[config.mk]
export PLATFORM = sky130hd
export DESIGN_NAME = trace_capture_top
export DESIGN_NICKNAME = d
export VERILOG_FILES = /design/src/trace_pkg.sv /design/src/reg_pkg.sv /design/src/trace_regs.sv /design/src/trace_matcher.sv /design/src/capture_seq.sv /design/src/event_fifo.sv /design/src/trig_pulse.sv /design/src/trace_capture_top.sv
export SDC_FILE = /design/constraint.sdc
export NUM_CORES = 1
export LEC_CHECK = 0
export BUFFER_PORTS_ARGS = -buffer_cell sky130_fd_sc_hd__buf_2
export CORE_UTILIZATION = 33
export CTS_BUF_LIST = sky130_fd_sc_hd__clkbuf_4 sky130_fd_sc_hd__clkbuf_8 sky130_fd_sc_hd__clkbuf_16
export DETAILED_ROUTE_END_ITERATION = 16
export GPL_ROUTABILITY_DRIVEN = 0
export GPL_TIMING_DRIVEN = 1
export PLACE_DENSITY = 0.52
export SYNTH_ARGS = -nofsm -noshare
export SYNTH_HDL_FRONTEND = slang
export SYNTH_SLANG_ARGS = --single-unit
[constraint.sdc]
create_clock -name trace_clk -period 4.23 [get_ports trace_clk]
set_input_delay 0.2115 -clock trace_clk [delete_from_list [all_inputs] [get_ports trace_clk]]
set_output_delay 0.2115 -clock trace_clk [all_outputs]
set_load 0.01 [all_outputs]
[src/trace_pkg.sv]
//////////////////////////////
// trace port, rule and record sizes
// port fixed at 4 bits, four rules over a 32-bit history
// record packs rule index above a 16-bit nibble timestamp
//////////////////////////////
`default_nettype none

package trace_pkg;

   localparam int NIBBLE_W   = 4;   // trace port width
   localparam int NUM_RULES  = 4;
   localparam int BUF_W      = 32;  // history buffer
   localparam int COUNT_W    = 8;   // saturating hit counters
   localparam int TS_W       = 16;
   localparam int FIFO_DEPTH = 16;

   localparam int RULE_IDX_W = $clog2(NUM_RULES);
   localparam int REC_W      = RULE_IDX_W + TS_W;
   localparam int LEVEL_W    = $clog2(FIFO_DEPTH) + 1;

   typedef logic [NIBBLE_W-1:0]   nibble_t;
   typedef logic [BUF_W-1:0]      pattern_t;    // pattern, mask or history
   typedef logic [NUM_RULES-1:0]  rule_vec_t;
   typedef logic [RULE_IDX_W-1:0] rule_idx_t;
   typedef logic [COUNT_W-1:0]    hit_count_t;
   typedef logic [TS_W-1:0]       timestamp_t;  // nibbles since arm
   typedef logic [REC_W-1:0]      record_t;     // {rule index, timestamp}
   typedef logic [LEVEL_W-1:0]    fifo_count_t;

   typedef enum logic [1:0] {
      CAP_IDLE,
      CAP_RUN,
      CAP_DONE
   } capture_state_t;

endpackage

`default_nettype wire

[src/reg_pkg.sv]
//////////////////////////////
// APB register map, byte addressed
// per-rule words sit at base + 4*rule
// arm bit is a strobe and reads back 0
//////////////////////////////
`default_nettype none

package reg_pkg;

   typedef logic [7:0]  apb_addr_t;
   typedef logic [31:0] apb_data_t;
   typedef logic [15:0] delay_t;
   typedef logic [7:0]  width_t;
   typedef logic [15:0] cap_len_t;

   localparam apb_addr_t ADDR_CTRL         = 8'h00;
   localparam apb_addr_t ADDR_STATUS       = 8'h04;  // read only
   localparam apb_addr_t ADDR_CAP_LEN      = 8'h08;
   localparam apb_addr_t ADDR_TRIG_DELAY   = 8'h0C;
   localparam apb_addr_t ADDR_TRIG_WIDTH   = 8'h10;
   localparam apb_addr_t ADDR_FIFO_DATA    = 8'h14;  // read pops a record
   localparam apb_addr_t ADDR_PATTERN_BASE = 8'h20;
   localparam apb_addr_t ADDR_MASK_BASE    = 8'h30;
   localparam apb_addr_t ADDR_COUNT_BASE   = 8'h40;  // read only

   localparam int CTRL_ARM_BIT     = 0;
   localparam int CTRL_RULE_EN_LSB = 4;
   localparam int CTRL_TRIG_EN_LSB = 8;

   localparam int STAT_CAPTURING_BIT = 0;
   localparam int STAT_DONE_BIT      = 1;
   localparam int STAT_EMPTY_BIT     = 2;
   localparam int STAT_OVERFLOW_BIT  = 3;
   localparam int STAT_LEVEL_LSB     = 8;

endpackage

`default_nettype wire

[src/trace_regs.sv]
//////////////////////////////
// APB slave, zero wait states except FIFO data reads
// FIFO data read adds one wait cycle, pop at its edge
// unmapped addresses give pslverr with zero data
//////////////////////////////
`timescale 1ns/10ps
`default_nettype none

module trace_regs
   import trace_pkg::*;
   import reg_pkg::*;
(
   input  wire logic       trace_clk,
   input  wire logic       reset,
   input  wire logic       psel,
   input  wire logic       penable,
   input  wire logic       pwrite,
   input  wire apb_addr_t  paddr,
   input  wire apb_data_t  pwdata,
   output apb_data_t       prdata,
   output logic            pready,
   output logic            pslverr,
   output rule_vec_t       rule_en,
   output rule_vec_t       trig_en,
   output pattern_t        pattern_0,
   output pattern_t        pattern_1,
   output pattern_t        pattern_2,
   output pattern_t        pattern_3,
   output pattern_t        mask_0,
   output pattern_t        mask_1,
   output pattern_t        mask_2,
   output pattern_t        mask_3,
   output cap_len_t        cap_len,
   output delay_t          trig_delay,
   output width_t          trig_width,
   output logic            arm_pulse,
   output logic            fifo_pop,
   input  wire hit_count_t hit_count_0,
   input  wire hit_count_t hit_count_1,
   input  wire hit_count_t hit_count_2,
   input  wire hit_count_t hit_count_3,
   input  wire capture_state_t cap_state,
   input  wire record_t    rd_record,
   input  wire logic       fifo_empty,
   input  wire fifo_count_t fifo_level,
   input  wire logic       overflow
);

   pattern_t   pattern_r [NUM_RULES];
   pattern_t   mask_r [NUM_RULES];
   hit_count_t counts [NUM_RULES];
   apb_data_t  rd_data;
   logic       access;
   logic       wr_en;
   logic       is_fifo_rd;
   logic       fifo_wait;
   logic       unmapped;
   logic       rule_word;  // aligned word in a per-rule page
   rule_idx_t  idx;

   assign access     = psel & penable;
   assign wr_en      = access & pwrite;
   assign is_fifo_rd = ~pwrite && (paddr == ADDR_FIFO_DATA);
   assign idx        = paddr[2 +: RULE_IDX_W];
   assign rule_word  = (paddr[1:0] == 2'b00);

   assign fifo_pop  = access & is_fifo_rd & ~fifo_wait;  // first access cycle
   assign pready    = access & (~is_fifo_rd | fifo_wait);
   assign pslverr   = pready & unmapped;
   assign prdata    = (access && !unmapped) ? rd_data : '0;
   assign arm_pulse = wr_en && (paddr == ADDR_CTRL) && pwdata[CTRL_ARM_BIT];

   assign counts[0] = hit_count_0;
   assign counts[1] = hit_count_1;
   assign counts[2] = hit_count_2;
   assign counts[3] = hit_count_3;

   assign pattern_0 = pattern_r[0];
   assign pattern_1 = pattern_r[1];
   assign pattern_2 = pattern_r[2];
   assign pattern_3 = pattern_r[3];
   assign mask_0    = mask_r[0];
   assign mask_1    = mask_r[1];
   assign mask_2    = mask_r[2];
   assign mask_3    = mask_r[3];

   always_ff @(posedge trace_clk) begin
      if (reset) begin
         fifo_wait <= 1'b0;
      end else begin
         fifo_wait <= fifo_pop;  // record lands in rd_record at this edge
      end
   end

   always_ff @(posedge trace_clk) begin
      if (reset) begin
         rule_en    <= '0;
         trig_en    <= '0;
         cap_len    <= '0;
         trig_delay <= '0;
         trig_width <= width_t'(1);
      end else if (wr_en) begin
         case (paddr)
            ADDR_CTRL: begin
               rule_en <= pwdata[CTRL_RULE_EN_LSB +: NUM_RULES];
               trig_en <= pwdata[CTRL_TRIG_EN_LSB +: NUM_RULES];
            end
            ADDR_CAP_LEN:    cap_len    <= cap_len_t'(pwdata);
            ADDR_TRIG_DELAY: trig_delay <= delay_t'(pwdata);
            ADDR_TRIG_WIDTH: trig_width <= width_t'(pwdata);
            default: ;  // read-only or per-rule words
         endcase
      end
   end

   always_ff @(posedge trace_clk) begin
      if (wr_en && rule_word) begin
         if (paddr[7:4] == ADDR_PATTERN_BASE[7:4])
            pattern_r[idx] <= pwdata;
         if (paddr[7:4] == ADDR_MASK_BASE[7:4])
            mask_r[idx] <= pwdata;
      end
   end

   always_comb begin
      rd_data  = '0;
      unmapped = 1'b0;
      if (rule_word && paddr[7:4] == ADDR_PATTERN_BASE[7:4]) begin
         rd_data = pattern_r[idx];
      end else if (rule_word && paddr[7:4] == ADDR_MASK_BASE[7:4]) begin
         rd_data = mask_r[idx];
      end else if (rule_word && paddr[7:4] == ADDR_COUNT_BASE[7:4]) begin
         rd_data = apb_data_t'(counts[idx]);
      end else begin
         case (paddr)
            ADDR_CTRL: begin
               rd_data[CTRL_RULE_EN_LSB +: NUM_RULES] = rule_en;
               rd_data[CTRL_TRIG_EN_LSB +: NUM_RULES] = trig_en;
            end
            ADDR_STATUS: begin
               rd_data[STAT_CAPTURING_BIT] = (cap_state == CAP_RUN);
               rd_data[STAT_DONE_BIT]      = (cap_state == CAP_DONE);
               rd_data[STAT_EMPTY_BIT]     = fifo_empty;
               rd_data[STAT_OVERFLOW_BIT]  = overflow;
               rd_data[STAT_LEVEL_LSB +: LEVEL_W] = fifo_level;
            end
            ADDR_CAP_LEN:    rd_data = apb_data_t'(cap_len);
            ADDR_TRIG_DELAY: rd_data = apb_data_t'(trig_delay);
            ADDR_TRIG_WIDTH: rd_data = apb_data_t'(trig_width);
            ADDR_FIFO_DATA:  rd_data = apb_data_t'(rd_record);
            default:         unmapped = 1'b1;
         endcase
      end
   end

endmodule

`default_nettype wire

[src/trace_matcher.sv]
//////////////////////////////
// history shifts left, newest nibble lowest
// match_hit valid one cycle after the accept edge
// counters saturate and clear on arm
//////////////////////////////
`timescale 1ns/10ps
`default_nettype none

module trace_matcher
   import trace_pkg::*;
(
   input  wire logic      trace_clk,
   input  wire logic      reset,
   input  wire logic      trace_en,
   input  wire nibble_t   trace_data,
   input  wire rule_vec_t rule_en,
   input  wire pattern_t  pattern_0,
   input  wire pattern_t  pattern_1,
   input  wire pattern_t  pattern_2,
   input  wire pattern_t  pattern_3,
   input  wire pattern_t  mask_0,
   input  wire pattern_t  mask_1,
   input  wire pattern_t  mask_2,
   input  wire pattern_t  mask_3,
   input  wire logic      arm_pulse,
   output rule_vec_t      match_hit,
   output hit_count_t     hit_count_0,
   output hit_count_t     hit_count_1,
   output hit_count_t     hit_count_2,
   output hit_count_t     hit_count_3
);

   pattern_t   history;
   pattern_t   patterns [NUM_RULES];
   pattern_t   masks [NUM_RULES];
   hit_count_t counts [NUM_RULES];
   rule_vec_t  cmp;
   logic       accepted;  // history changed last edge

   assign patterns = '{pattern_0, pattern_1, pattern_2, pattern_3};
   assign masks    = '{mask_0, mask_1, mask_2, mask_3};

   always_comb begin
      for (int r = 0; r < NUM_RULES; r++)
         cmp[r] = ((history ^ patterns[r]) & masks[r]) == '0;  // mask 1 = compare
   end

   always_ff @(posedge trace_clk) begin
      if (reset) begin
         history   <= '0;
         accepted  <= 1'b0;
         match_hit <= '0;
      end else begin
         if (trace_en)
            history <= {history[BUF_W-NIBBLE_W-1:0], trace_data};
         accepted  <= trace_en;
         match_hit <= accepted ? (cmp & rule_en) : '0;
      end
   end

   always_ff @(posedge trace_clk) begin
      for (int r = 0; r < NUM_RULES; r++) begin
         if (reset || arm_pulse)
            counts[r] <= '0;
         else if (match_hit[r] && counts[r] != '1)
            counts[r] <= counts[r] + 1'b1;
      end
   end

   assign hit_count_0 = counts[0];
   assign hit_count_1 = counts[1];
   assign hit_count_2 = counts[2];
   assign hit_count_3 = counts[3];

endmodule

`default_nettype wire

[src/capture_seq.sv]
//////////////////////////////
// arm restarts from any state and clears the FIFO
// one record per hit cycle, lowest rule index wins
// dropped records still count toward cap_len
//////////////////////////////
`timescale 1ns/10ps
`default_nettype none

module capture_seq
   import trace_pkg::*;
   import reg_pkg::*;
(
   input  wire logic      trace_clk,
   input  wire logic      reset,
   input  wire logic      trace_en,
   input  wire rule_vec_t match_hit,
   input  wire logic      arm_pulse,
   input  wire cap_len_t  cap_len,
   output capture_state_t cap_state,
   output logic           fifo_push,
   output record_t        fifo_record,
   output logic           fifo_clear
);

   timestamp_t timestamp;
   timestamp_t hit_ts;    // count as of the nibble behind match_hit
   cap_len_t   rec_cnt;
   cap_len_t   rec_cnt_nxt;
   rule_idx_t  hit_idx;

   always_comb begin
      hit_idx = '0;
      for (int r = NUM_RULES - 1; r >= 0; r--) begin
         if (match_hit[r])
            hit_idx = rule_idx_t'(r);
      end
   end

   assign fifo_clear  = arm_pulse;
   assign fifo_push   = (cap_state == CAP_RUN) && (|match_hit) && !arm_pulse;
   assign fifo_record = {hit_idx, hit_ts};
   assign rec_cnt_nxt = rec_cnt + cap_len_t'(fifo_push);

   always_ff @(posedge trace_clk) begin
      if (reset) begin
         cap_state <= CAP_IDLE;
         timestamp <= '0;
         hit_ts    <= '0;
         rec_cnt   <= '0;
      end else begin
         hit_ts <= timestamp;  // lines up with match_hit
         if (arm_pulse) begin
            cap_state <= CAP_RUN;
            timestamp <= '0;
            rec_cnt   <= '0;
         end else begin
            case (cap_state)
               CAP_RUN: begin
                  if (trace_en)
                     timestamp <= timestamp + 1'b1;  // wraps
                  rec_cnt <= rec_cnt_nxt;
                  if (rec_cnt_nxt >= cap_len)
                     cap_state <= CAP_DONE;
               end
               CAP_DONE: cap_state <= CAP_DONE;
               default:  cap_state <= CAP_IDLE;
            endcase
         end
      end
   end

endmodule

`default_nettype wire

[src/event_fifo.sv]
//////////////////////////////
// 16-entry record FIFO, registered read data
// push when full is dropped and sets overflow
// pop when empty keeps the last record
//////////////////////////////
`timescale 1ns/10ps
`default_nettype none

module event_fifo
   import trace_pkg::*;
(
   input  wire logic    trace_clk,
   input  wire logic    reset,
   input  wire logic    fifo_push,
   input  wire record_t fifo_record,
   input  wire logic    fifo_clear,
   input  wire logic    fifo_pop,
   output record_t      rd_record,
   output logic         fifo_empty,
   output logic         fifo_full,
   output fifo_count_t  fifo_level,
   output logic         overflow
);

   localparam int AW = $clog2(FIFO_DEPTH);

   record_t        mem [FIFO_DEPTH];
   logic [AW-1:0]  wr_ptr;
   logic [AW-1:0]  rd_ptr;
   logic           do_push;
   logic           do_pop;

   assign fifo_empty = (fifo_level == '0);
   assign fifo_full  = (fifo_level == fifo_count_t'(FIFO_DEPTH));
   assign do_push    = fifo_push & ~fifo_full;
   assign do_pop     = fifo_pop & ~fifo_empty;

   always_ff @(posedge trace_clk) begin
      if (reset || fifo_clear) begin
         wr_ptr     <= '0;
         rd_ptr     <= '0;
         fifo_level <= '0;
         overflow   <= 1'b0;
      end else begin
         if (do_push)
            wr_ptr <= wr_ptr + 1'b1;
         if (do_pop)
            rd_ptr <= rd_ptr + 1'b1;
         fifo_level <= fifo_level + fifo_count_t'(do_push) - fifo_count_t'(do_pop);
         if (fifo_push && fifo_full)
            overflow <= 1'b1;  // sticky
      end
   end

   always_ff @(posedge trace_clk) begin
      if (do_push)
         mem[wr_ptr] <= fifo_record;
      if (do_pop)
         rd_record <= mem[rd_ptr];
   end

endmodule

`default_nettype wire

[src/trig_pulse.sv]
//////////////////////////////
// one pulse per event, hits ignored while busy
// rises trig_delay+2 cycles after the accept edge
// width 0 is treated as 1
//////////////////////////////
`timescale 1ns/10ps
`default_nettype none

module trig_pulse
   import trace_pkg::*;
   import reg_pkg::*;
(
   input  wire logic      trace_clk,
   input  wire logic      reset,
   input  wire rule_vec_t match_hit,
   input  wire rule_vec_t trig_en,
   input  wire delay_t    trig_delay,
   input  wire width_t    trig_width,
   output logic           trig_out
);

   typedef enum logic [1:0] {
      TRIG_IDLE,
      TRIG_DELAY,
      TRIG_HIGH
   } trig_state_t;

   trig_state_t state;
   delay_t      cnt;
   delay_t      high_len;  // width minus one
   logic        fire;

   assign fire     = |(match_hit & trig_en);
   assign high_len = (trig_width == '0) ? '0 : delay_t'(trig_width) - 1'b1;
   assign trig_out = (state == TRIG_HIGH);

   always_ff @(posedge trace_clk) begin
      if (reset) begin
         state <= TRIG_IDLE;
         cnt   <= '0;
      end else begin
         case (state)
            TRIG_IDLE: begin
               if (fire && trig_delay == '0) begin
                  state <= TRIG_HIGH;
                  cnt   <= high_len;
               end else if (fire) begin
                  state <= TRIG_DELAY;
                  cnt   <= trig_delay - 1'b1;
               end
            end
            TRIG_DELAY: begin
               if (cnt == '0) begin
                  state <= TRIG_HIGH;
                  cnt   <= high_len;
               end else begin
                  cnt <= cnt - 1'b1;
               end
            end
            TRIG_HIGH: begin
               if (cnt == '0)
                  state <= TRIG_IDLE;
               else
                  cnt <= cnt - 1'b1;
            end
            default: state <= TRIG_IDLE;
         endcase
      end
   end

endmodule

`default_nettype wire

[src/trace_capture_top.sv]
//////////////////////////////
// single clock, APB controlled trace capture
// trace input never stalls, a full FIFO drops records
//////////////////////////////
`timescale 1ns/10ps
`default_nettype none

module trace_capture_top
   import trace_pkg::*;
   import reg_pkg::*;
(
   input  wire logic      trace_clk,
   input  wire logic      reset,
   input  wire logic      trace_en,
   input  wire nibble_t   trace_data,
   input  wire logic      psel,
   input  wire logic      penable,
   input  wire logic      pwrite,
   input  wire apb_addr_t paddr,
   input  wire apb_data_t pwdata,
   output apb_data_t      prdata,
   output logic           pready,
   output logic           pslverr,
   output logic           trig_out,
   output logic           capturing
);

   rule_vec_t      rule_en, trig_en, match_hit;
   pattern_t       pattern_0, pattern_1, pattern_2, pattern_3;
   pattern_t       mask_0, mask_1, mask_2, mask_3;
   hit_count_t     hit_count_0, hit_count_1, hit_count_2, hit_count_3;
   cap_len_t       cap_len;
   delay_t         trig_delay;
   width_t         trig_width;
   logic           arm_pulse, fifo_pop, fifo_push, fifo_clear;
   logic           fifo_empty, fifo_full, overflow;
   capture_state_t cap_state;
   record_t        fifo_record, rd_record;
   fifo_count_t    fifo_level;

   assign capturing = (cap_state == CAP_RUN);

   trace_regs i_regs (
      .trace_clk, .reset, .psel, .penable, .pwrite, .paddr, .pwdata,
      .prdata, .pready, .pslverr, .rule_en, .trig_en,
      .pattern_0, .pattern_1, .pattern_2, .pattern_3,
      .mask_0, .mask_1, .mask_2, .mask_3,
      .cap_len, .trig_delay, .trig_width, .arm_pulse, .fifo_pop,
      .hit_count_0, .hit_count_1, .hit_count_2, .hit_count_3,
      .cap_state, .rd_record, .fifo_empty, .fifo_level, .overflow
   );

   trace_matcher i_matcher (
      .trace_clk, .reset, .trace_en, .trace_data, .rule_en,
      .pattern_0, .pattern_1, .pattern_2, .pattern_3,
      .mask_0, .mask_1, .mask_2, .mask_3, .arm_pulse, .match_hit,
      .hit_count_0, .hit_count_1, .hit_count_2, .hit_count_3
   );

   capture_seq i_seq (
      .trace_clk, .reset, .trace_en, .match_hit, .arm_pulse, .cap_len,
      .cap_state, .fifo_push, .fifo_record, .fifo_clear
   );

   event_fifo i_fifo (
      .trace_clk, .reset, .fifo_push, .fifo_record, .fifo_clear, .fifo_pop,
      .rd_record, .fifo_empty, .fifo_full, .fifo_level, .overflow
   );

   trig_pulse i_trig (
      .trace_clk, .reset, .match_hit, .trig_en, .trig_delay, .trig_width,
      .trig_out
   );

endmodule

`default_nettype wire

# Word-level counts from Yosys, hierarchy flattened

Memory sizes are Yosys's and may differ from the RTL's. A register that Yosys moved wholly into a read port is not among the register bits.
Index checks and enable logic that the tools add are counted.

Input port bits: 50
RAM bits: 576
Output and inout bits: 36
Memories kept: 4
Bits in registers: 168

Reduce and logical (&&, ||, !) cells: 43
Eq/ne operators: 23
Magnitude comparators: 2
Bitwise operators: 30
Add/subtract/negate cells: 13
Mux-type cells: 60

Memory list:

| memory           | words | width | read ports | clocked after memory_dff | wr ports | RTL line            | RTL |
|---|---|---|---|---|---|---|---|
| i_fifo.mem       | 16    | 18    | 1          | 1                        | 1        | event_fifo.sv:27    | `record_t mem [FIFO_DEPTH];` |
| i_regs.mask_r    | 4     | 32    | 5          | 0                        | 1        | trace_regs.sv:50    | `pattern_t mask_r [NUM_RULES];` |
| i_regs.pattern_r | 4     | 32    | 5          | 0                        | 1        | trace_regs.sv:49    | `pattern_t pattern_r [NUM_RULES];` |
| i_matcher.counts | 4     | 8     | 4          | 0                        | 4        | trace_matcher.sv:36 | `hit_count_t counts [NUM_RULES];` |

Operators by type and width:

| operator                                           | count |
|---|---|
| AND 32 bit                                         | 4 |
| logical NOT 32 bit                                 | 4 |
| two-way mux 32 bit                                 | 4 |
| XOR 32 bit                                         | 4 |
| two-way mux 16 bit                                 | 5 |
| case mux 4 bit (5 select lines)                    | 3 |
| two-way mux 8 bit                                  | 6 |
| case mux 16 bit (3 select lines)                   | 1 |
| adder 8 x 1 -> 8 bit, second input constant        | 4 |
| logical NOT 16 bit                                 | 2 |
| inequality test 8 bit, second input constant       | 4 |
| subtractor 16 x 1 -> 16 bit, second input constant | 2 |
| two-way mux 1 bit                                  | 27 |
| two-way mux 2 bit                                  | 9 |
| adder 16 x 1 -> 16 bit                             | 1 |
| adder 16 x 1 -> 16 bit, second input constant      | 1 |
| binary-select mux 8 bit (select 2 bit)             | 1 |
| == test 8 x 4 -> 1 bit, second input constant      | 2 |
| == test 8 x 5 -> 1 bit, second input constant      | 2 |
| greater-or-equal comparator 16 bit                 | 1 |
| logical AND 1 bit                                  | 16 |
| logical NOT 8 bit                                  | 2 |
| case mux 5 bit (3 select lines)                    | 1 |
| AND reduction 2 bit                                | 5 |
| 31 further kinds                                   | 60 |

# Longest topological paths before layout

Gate-level depths: netlist of the first run.

Depth in word-level cells: 11
Depth in mapped cells: 20
Mapped depth without buffers: 18

# Cells and area by module

From an unflattened synthesis of the first run, not the netlist that was laid out.

Cells, all modules: 2,402
Area total of the unflattened synthesis: 34,434.3 um^2

By module, submodules not included:

| module            | area each (um^2) | times used | cells an instance |
|---|---|---|---|
| trace_regs        | 12,729.7         | 1          | 771 |
| event_fifo        | 12,159.2         | 1          | 570 |
| trace_matcher     | 4,924.7          | 1          | 494 |
| capture_seq       | 2,601.2          | 1          | 296 |
| trig_pulse        | 2,005.7          | 1          | 270 |
| trace_capture_top | 13.8             | 1          | 1 |

# Worst setup path before layout of the first run

No wires, ideal clock.

Kind: input -> register
From: in paddr[2]
To: reg i_seq.cap_state[1]
Stages on the path: 18
Required time: 4.144 ns
Slack: 0.383 ns
Path buffers: 3
Data arrival time: 3.761 ns
Cells stage by stage: buf_2 -> nor2_1 -> and4_1 -> buf_2 -> buf_2 -> a21oi_1 -> ha_1 -> ha_1 -> nand3_1 -> nor3_1 -> nand3_1 -> xnor2_1 -> ha_1 -> nand4_1 -> a211oi_1 -> a2111oi_0 -> o21ai_0 -> a211oi_1

Longest elaborated chain between the ends: 8
Elaborated cells on any way between the ends: 9
Those cells by class: add/sub (1); order compare (1); eq/ne (1); reduce/logical (6)

RTL lines:

| element                                  | RTL line                | RTL |
|---|---|---|
| start: declaration                       | trace_capture_top.sv:19 | `input wire apb_addr_t paddr,` |
| logical NOT 8 bit                        | trace_regs.sv:71        | `assign arm_pulse = wr_en && (paddr == ADDR_CTRL) && pwdata[CTRL_ARM_BIT];` |
| logical AND 1 bit (2 in a row)           | trace_regs.sv:71        |  |
| logical NOT 1 bit                        | capture_seq.sv:40       | `assign fifo_push = (cap_state == CAP_RUN) && (\|match_hit) && !arm_pulse;` |
| logical AND 1 bit                        | capture_seq.sv:40       |  |
| adder 16 x 1 -> 16 bit                   | capture_seq.sv:42       | `assign rec_cnt_nxt = rec_cnt + cap_len_t'(fifo_push);` |
| via i_seq.rec_cnt_nxt[10]                | capture_seq.sv:28       | `cap_len_t rec_cnt_nxt;` |
| greater-or-equal comparator 16 bit       | capture_seq.sv:62       | `if (rec_cnt_nxt >= cap_len)` |
| inequality test 2 x 1 -> 1 bit (no line) | -                       |  |
| end signal: assignment                   | capture_seq.sv:46       | `cap_state <= CAP_IDLE;` |
| end signal: assignment                   | capture_seq.sv:63       | `cap_state <= CAP_DONE;` |
| end signal: assignment                   | capture_seq.sv:65       | `CAP_DONE: cap_state <= CAP_DONE;` |
| end: declaration                         | capture_seq.sv:19       | `output capture_state_t cap_state,` |

The timed path passes the listed nets, and every way through them passes these cells.
A chain may end at the register's enable or synchronous reset.

# Worst setup path after layout of the first run

From: reg i_seq.cap_state[1]
To: reg i_seq.cap_state[1]

Longest elaborated chain between the ends: 6
Elaborated cells on any way between the ends: 8
Those cells by class: add/sub (1); order compare (1); eq/ne (3); mux (1); reduce/logical (2)

RTL lines:

| element                                  | RTL line          | RTL |
|---|---|---|
| start signal: assignment                 | capture_seq.sv:46 |  |
| start signal: assignment                 | capture_seq.sv:53 | `cap_state <= CAP_RUN;` |
| start signal: assignment                 | capture_seq.sv:63 |  |
| == test 2 x 1 -> 1 bit                   | capture_seq.sv:40 |  |
| logical AND 1 bit (2 in a row)           | capture_seq.sv:40 |  |
| adder 16 x 1 -> 16 bit                   | capture_seq.sv:42 |  |
| via i_seq.rec_cnt_nxt[10]                | capture_seq.sv:28 |  |
| greater-or-equal comparator 16 bit       | capture_seq.sv:62 |  |
| inequality test 2 x 1 -> 1 bit (no line) | -                 |  |

The timed path passes the listed nets, and every way through them passes these cells.

==> results_dict.tcl, run 1 <==
set metrics [dict create \
    status "finished clean" \
    overflow 0 \
    first_iter_violations 2176 \
    clk-insertion-delay-late_ns 0.65 \
    maxCapViolations 0 \
    synthArstFlopShare 0 \
    cts_root_buf "clkbuf_16" \
    grt_pass1_wl_mm 142.6 \
    clockBufferDepth 3 \
    p_per_area_nw_per_um2 428.3 \
    diodes 0 \
    grt_pass1_vias 21370 \
    die_width_um 321.3 \
    ys_types 76 \
    finalSetupViolCount 0 \
    ys_seq_elements 762 \
    hold_class "primary input to flop" \
    hold_path_end "i_regs.trig_delay[0]$_SDFFE_PP0P_" \
    dr_wl_met2_mm 48.03 \
    rr_worst_depth 18 \
    synth_edf_count 594 \
    initial_core_util 0.3344 \
    area_growth_pct 17.28 \
    yosys.area_share.simple 0.08559 \
    arrival_ns 4.48 \
    path_clk_slew_ns 0.06 \
    port_buffers 85 \
    top_layer "met4" \
    dieArea_um2 103200 \
    hold_viol_final 0 \
    vias_per_cell 5.320 \
    final_nets 2602 \
    synth_compound_area_frac 0.06439 \
    ys_seq_area_frac 0.6303 \
    layout_setup_ws_ns 0.3108 \
    wl_per_cell_um 24.70 \
    rows 116 \
    setup_tns_ns 0 \
    max_freq_mhz 255.2 \
    r2r_start "i_seq.cap_state[1]$_SDFFE_PP0P_" \
    syn-instance-count 2357 \
    ys_warn_count 0 \
    clock-sinks 762 \
    cts_inserted_buffers 85 \
    yosys-top-cells-area "edfxtp_1, mux4_2, dfxtp_1, xor2_1, nand2_1" \
    tightest_slew_ns 1.168 \
    synthAdderAreaFrac 0.01659 \
    wl_met1_mm 41.01 \
    synth_top_family_by_area "multiplexers" \
    drc 0 \
    place_ws_ns 0.2128 \
    fin_crit_ns 3.919 \
    die_h_um 321.3 \
    critPathKind "flop to flop" \
    fin_crit_sh 0.9265 \
    worstHoldStart "pwdata[0]" \
    coreArea_um2 100600 \
    vias 20940 \
    vdd_drop_max_v 0.0002936 \
    r2r_end "i_seq.cap_state[1]$_SDFFE_PP0P_" \
    end_kind "flop" \
    synthMuxAreaShare 0.1243 \
    ioPinCount 86 \
    synth_area_leader_cell "edfxtp_1" \
    r2r_slack_ns 0.31 \
    synth.avg_cell_area_um2 14.27 \
    p_leak_nw 13.57 \
    finClkSkew_ns 0.02133 \
    relSlewSlack 0.2134 \
    synth_nets 2451 \
    rsz0062_at_grt "false" \
    routed_wl_mm 97.25 \
    wl_met3_mm 5.661 \
    antenna_found_initial 2 \
    synth.top_cell.area_share 0.5303 \
    hpwlAfterDp_mm 65.26 \
    startpoint_type "flop" \
    whs_path_depth 4 \
    path_max_fanout 4 \
    track_usage 0.1870 \
    cts_tree "yes" \
    grt_max_degree 82 \
    drive_above_1_share 0.2070 \
    slew_viol_final 0 \
    h-tree-depth 3 \
    cp_data_required_time_ns 4.80 \
    synth_xor_xnor_area_share 0.05520 \
    drtAntennaViolNets 0 \
    drtPass1Iterations 5 \
    syn-cell-area_um2 33640 \
    synth_ff_type "edfxtp_1" \
]
synth_stat cells (43+ instances only):
cell      instances
inv_1            49
nand3_1          46
a21oi_1         105
xor2_1          184
ha_1             43
mux2i_1          51
clkbuf_1         82
mux4_2          162
o21ai_0          66
nor2_1          192
dfxtp_1         168
edfxtp_1        594
nand2_1         201
registers in the layout, summed over array words and instances (netlist names), 4 cells and up:
signal,cells
i_regs.pattern_r,128
i_seq.timestamp,16
i_regs.rule_en,4
i_fifo.fifo_level,5
i_seq.hit_ts,16
i_regs.mask_r,128
i_regs.trig_en,4
i_fifo.rd_ptr,4
i_matcher.history,32
i_trig.cnt,16
i_matcher.match_hit,4
i_fifo.wr_ptr,4
i_regs.trig_delay,16
i_fifo.mem,288
i_regs.trig_width,8
i_matcher.counts,32
i_fifo.rd_record,18
i_seq.rec_cnt,16
i_regs.cap_len,16
cell type report:
type                       count  area [µm²]
inverter                      50       187.7
timing repair buffer         203        1489
fill                        9315       61130
sequential                   762       21210
tap                         1357        1698
clock buffer                 120        2560
clock inverter                39       533.0
multi-input combinational   1406       11780
power breakdown:
part / switching (W) / total, W / leakage (nW) / internal [W]
Sequential: 0.0000554 / 0.00810 / 6.96 / 0.00804
Clock: 0.00312 / 0.00804 / 1.53 / 0.00492
Combinational: 0.000476 / 0.000757 / 5.07 / 0.000281
worst max-delay path by stage:
stage,startpoint,endpoint
finish,i_seq.cap_state[1]$_SDFFE_PP0P_,i_seq.cap_state[1]$_SDFFE_PP0P_
global route,i_seq.cap_state[1]$_SDFFE_PP0P_,i_seq.cap_state[1]$_SDFFE_PP0P_
CTS,i_seq.cap_state[1]$_SDFFE_PP0P_,i_seq.cap_state[1]$_SDFFE_PP0P_
detailed placement,pwrite,i_seq.cap_state[1]$_SDFFE_PP0P_
global placement,pwrite,i_seq.cap_state[1]$_SDFFE_PP0P_
floorplan,paddr[2],i_seq.cap_state[1]$_SDFFE_PP0P_
metal layers:
layer,track usage,up-vias
met1,0.2442,10870
met5,0,-
met3,0.02764,142
met2,0.3206,675
met4,0.05481,0
li1,-,9254
cell families after synthesis:
family                     count (synthesis)
muxes                                    215
adders and majority gates                 44
xor gates and xnor gates                 212
AOI/OAI and AO/OA                        327
and+or+nand+nor                          608
buffers and inverters                    189
DFF                                      762
repair_timing:
action / 4_1_cts / 5_1_grt
endpoints found under the setup margin: 0 / 1
endpoints found under the hold margin: 292 / 0
gates resized for setup: 0 / 2
hold buffers: 38 / 0
setup buffers: 0 / 0
layout by cell type (no fill, tap or decap), types with 13 or more instances in the layout:
cell type and instances:
nor2_2 14, a31oi_1 13, nand4_1 25, inv_1 49
buf_4 77, clkbuf_8 16, nor2b_1 25, nor2_1 171
dfxtp_1 166, nand3_1 46, mux4_2 162, ha_1 43
edfxtp_1 594, a221oi_1 33, a22oi_1 28, buf_2 82
clkbuf_4 15, clkbuf_16 89, and3_1 13, xor2_1 184
or3_1 13, nand2_1 201, a22o_1 26, nor3_1 20
xnor2_1 28, a21oi_1 105, mux2i_1 51, dlygate4sd3_1 38
o21ai_0 66
per-stage QoR:
| stage | utilization | power (W) | instance area, µm² | hold slack [ns] | instances |
|---|---|---|---|---|---|
| detailed placement | 0.3576 | 0.008978 | 35960 | 0.4525 | 3740 |
| global placement | 0.3576 | 0.008964 | 35960 | 0.4517 | 3740 |
| finish | 0.3922 | 0.01689 | 39450 | 0.09664 | 3937 |
| global route | 0.3922 | 0.01738 | 39450 | 0.06809 | 3937 |
| floorplan | - | 0.008730 | 33640 | 0.3104 | 2357 |
| CTS | 0.3921 | 0.01705 | 39440 | 0.03974 | 3937 |
worst max-delay path: stages, from the launching register on:
cell	delay [ns]
dfxtp_1	0.31
inv_1	0.07
ha_1	0.23
o41ai_1	0.16
a21oi_1	0.29
ha_1	0.29
ha_1	0.25
nand3_1	0.18
nor3_2	0.25
buf_4	0.16
nand3_1	0.09
xnor2_1	0.15
ha_1	0.30
nand4_1	0.13
a211oi_1	0.07
a2111oi_0	0.42
buf_4	0.20
o21ai_0	0.06
a211oi_1	0.23
Power figures use the tool's default switching activity.
==> inputs of run 2 (changes only) <==
--- a/config.mk
+++ b/config.mk
@@ -7,7 +7,7 @@
 export LEC_CHECK = 0
 export BUFFER_PORTS_ARGS = -buffer_cell sky130_fd_sc_hd__buf_2
 export CORE_UTILIZATION = 33
-export CTS_BUF_LIST = sky130_fd_sc_hd__clkbuf_4 sky130_fd_sc_hd__clkbuf_8 sky130_fd_sc_hd__clkbuf_16
+export CTS_BUF_LIST = sky130_fd_sc_hd__clkbuf_16
 export DETAILED_ROUTE_END_ITERATION = 16
 export GPL_ROUTABILITY_DRIVEN = 0
 export GPL_TIMING_DRIVEN = 1
==> run 2 against run 1 <==
Effect of this change:
- register-to-register slack improved by 0.03 ns
- worst hold slack got worse by 0.0018 ns
- non-clock buffer count did not move
- die area is the same
- clock-buffer cell count down 31
- sequential power barely moved
- first-iteration DRC count down 2.6%
- critical endpoint unchanged
- cell area fell by 0.55%
- sequential share of layout area is 0.30 points higher
- worst setup slack improved by 0.032 ns
==> results_dict.tcl, run 2 (synthesized netlist as in run 1, its figures left out) <==
set metrics [dict create \
    arrival_ns 4.45 \
    max_stage_delay_ns 0.42 \
    hold_class "primary input to flop" \
    first_iter_violations 2120 \
    status "finished clean" \
    wl_per_cell_um 24.63 \
    cp_data_required_time_ns 4.80 \
    startpoint_type "flop" \
    antenna_found_initial 2 \
    drc 0 \
    die_width_um 321.3 \
    cp_common_cell "ha_1" \
    r2r_end "i_seq.cap_state[1]$_SDFFE_PP0P_" \
    ioPinCount 86 \
    drive_above_1_share 0.1957 \
    path_cells "inv_1 -> ha_1 -> o41ai_1 -> a21oi_1 -> ha_1 -> ha_1 -> nand3_1 -> nor3_2 -> buf_4 -> nand3_1 -> xnor2_1 -> ha_1 -> nand4_1 -> a211oi_1 -> a2111oi_0 -> buf_4 -> o21ai_0 -> a211oi_1" \
    port_buffers 85 \
    wl_met3_mm 5.498 \
    crit_slowest_cell "a2111oi_0" \
    vias 20840 \
    cts_tree "yes" \
    coreArea_um2 100600 \
    r2r_slack_ns 0.34 \
    fin_crit_sh 0.9190 \
    rows 116 \
    diodes 0 \
    rr_worst_depth 18 \
    fin_cells 3937 \
    place_ws_ns 0.2128 \
    r2r_start "i_seq.cap_state[1]$_SDFFE_PP0P_" \
    path_depth 18 \
    cts_root_buf "clkbuf_16" \
    cpLargestDelayFamily "compound AO/OA/AOI/OAI gates" \
    relSlewSlack 0.1838 \
    critPathKind "flop to flop" \
    timing.critical_path.buf_inv 3 \
    total_power_w 0.01645 \
    largest_register "i_fifo.mem" \
    final_common_cell "edfxtp_1" \
    vias_per_cell 5.294 \
    mostFrequentLayoutCells "edfxtp_1, nand2_1, xor2_1, nor2_1, dfxtp_1" \
    initial_core_util 0.3344 \
    die_h_um 321.3 \
    drtPass1Iterations 6 \
    grt_pass1_vias 21400 \
    largest_reg_flops 288 \
    endpoint "i_seq.cap_state[1]$_SDFFE_PP0P_" \
    top_layer "met4" \
    clockBufferDepth 3 \
    routed_wl_mm 96.97 \
    track_usage 0.1869 \
    hold_viol_final 0 \
    maxCapViolations 0 \
    top_regs "i_fifo.mem (288), i_regs.mask_r (128), i_regs.pattern_r (128)" \
    finalSetupViolCount 0 \
    final_nets 2602 \
    fin_crit_ns 3.887 \
    clk-insertion-delay-late_ns 0.65 \
    rsz0062_at_grt "false" \
    hpwlAfterDp_mm 65.26 \
    setup_tns_ns 0 \
    finClkSkew_ns 0.02146 \
    vdd_drop_max_v 0.0002924 \
    grt_pass1_wl_mm 142.6 \
    slew_viol_final 0 \
    drtAntennaViolNets 0 \
    path_max_fanout 4 \
    p_per_area_nw_per_um2 419.3 \
    p_leak_nw 13.49 \
    clock-sinks 762 \
    end_kind "flop" \
    path_clk_slew_ns 0.06 \
    dieArea_um2 103200 \
    area_growth_pct 16.64 \
    grt_max_degree 82 \
    dr_wl_met2_mm 47.98 \
    dp_cells 3740 \
    cts_inserted_buffers 85 \
    tightest_slew_ns 1.211 \
    overflow 0 \
    layout_setup_ws_ns 0.3428 \
    critPathLaunch "i_seq.cap_state[1]$_SDFFE_PP0P_" \
    nFillCells 9347 \
    wl_met1_mm 40.82 \
    h-tree-depth 3 \
    max_freq_mhz 257.3 \
]
run 2: changes by cell type in the layout (fill, tap and decap cells not counted):
cell / previous run / this run
clkbuf_4: 15 / 0
clkbuf_8: 16 / 0
clkinv_1: 12 / 26
inv_1: 49 / 64
inv_2: 0 / 2
run 2: worst register-to-register path, delay by kind of cell (launching register included):
kind	cells	cell delay, ns
AOI/OAI and AO/OA	6	1.22
adders and majority gates	4	1.05
and+or+nand+nor	4	0.64
buffers and inverters	3	0.42
DFF	1	0.32
xor gates and xnor gates	1	0.15
run 2: what timing repair did:
action / 4_1_cts / 5_1_grt
endpoints found under the hold margin: 292 / 0
endpoints found under the setup margin: 0 / 1
hold buffers: 38 / 0
resized for setup: 0 / 2
buffers inserted: 0 / 0
run 2: layout make-up:
type / instances / area [µm²] / share of cell area
clock buffer: 89 / 2227 / 0.05677
inverter: 50 / 187.7 / 0.004784
multi-input combinational: 1406 / 11780 / 0.3001
tap: 1357 / 1698 / 0.04328
clock inverter: 70 / 649.4 / 0.01655
sequential: 762 / 21210 / 0.5405
timing repair buffer: 203 / 1489 / 0.03795
run 2: how the worst min path moves through the flow:
stage                                         startpoint                           endpoint  slack (ns)  depth (start not counted)
after floorplan                                pwdata[0]      i_regs.mask_r[0][0]$_DFFE_PP_        0.31                          0
final                                          pwdata[0]  i_regs.trig_delay[0]$_SDFFE_PP0P_        0.09                          4
after detailed placement  i_regs.cap_len[3]$_SDFFE_PP0P_     i_regs.cap_len[3]$_SDFFE_PP0P_        0.45                          2
after CTS                                      pwdata[0]  i_regs.trig_delay[0]$_SDFFE_PP0P_        0.04                          4
after global placement                     trace_data[1]  i_matcher.history[1]$_SDFFE_PP0P_        0.45                          3
after global routing                           pwdata[0]  i_regs.trig_delay[0]$_SDFFE_PP0P_        0.07                          4
run 2: stage by stage:
step / hold WS (ns) / area [µm²] / util
after floorplan: 0.3104 / 33640 / -
after global placement: 0.4517 / 35960 / 0.3576
after detailed placement: 0.4525 / 35960 / 0.3576
after CTS: 0.03923 / 39220 / 0.3899
after global routing: 0.06807 / 39230 / 0.3900
final: 0.09486 / 39230 / 0.3900
run 2: report_power, final:
part           internal (W)  total, W  switching [W]  leakage [nW]
Combinational      0.000281  0.000755       0.000474          5.07
Clock               0.00450   0.00760        0.00310          1.46
Sequential          0.00805   0.00810      0.0000554          6.96
run 2: metal layers:
layer	up-vias	track usage
met5	-	0
met2	686	0.3214
met1	10760	0.2435
met3	151	0.02657
li1	9246	-
met4	0	0.05619
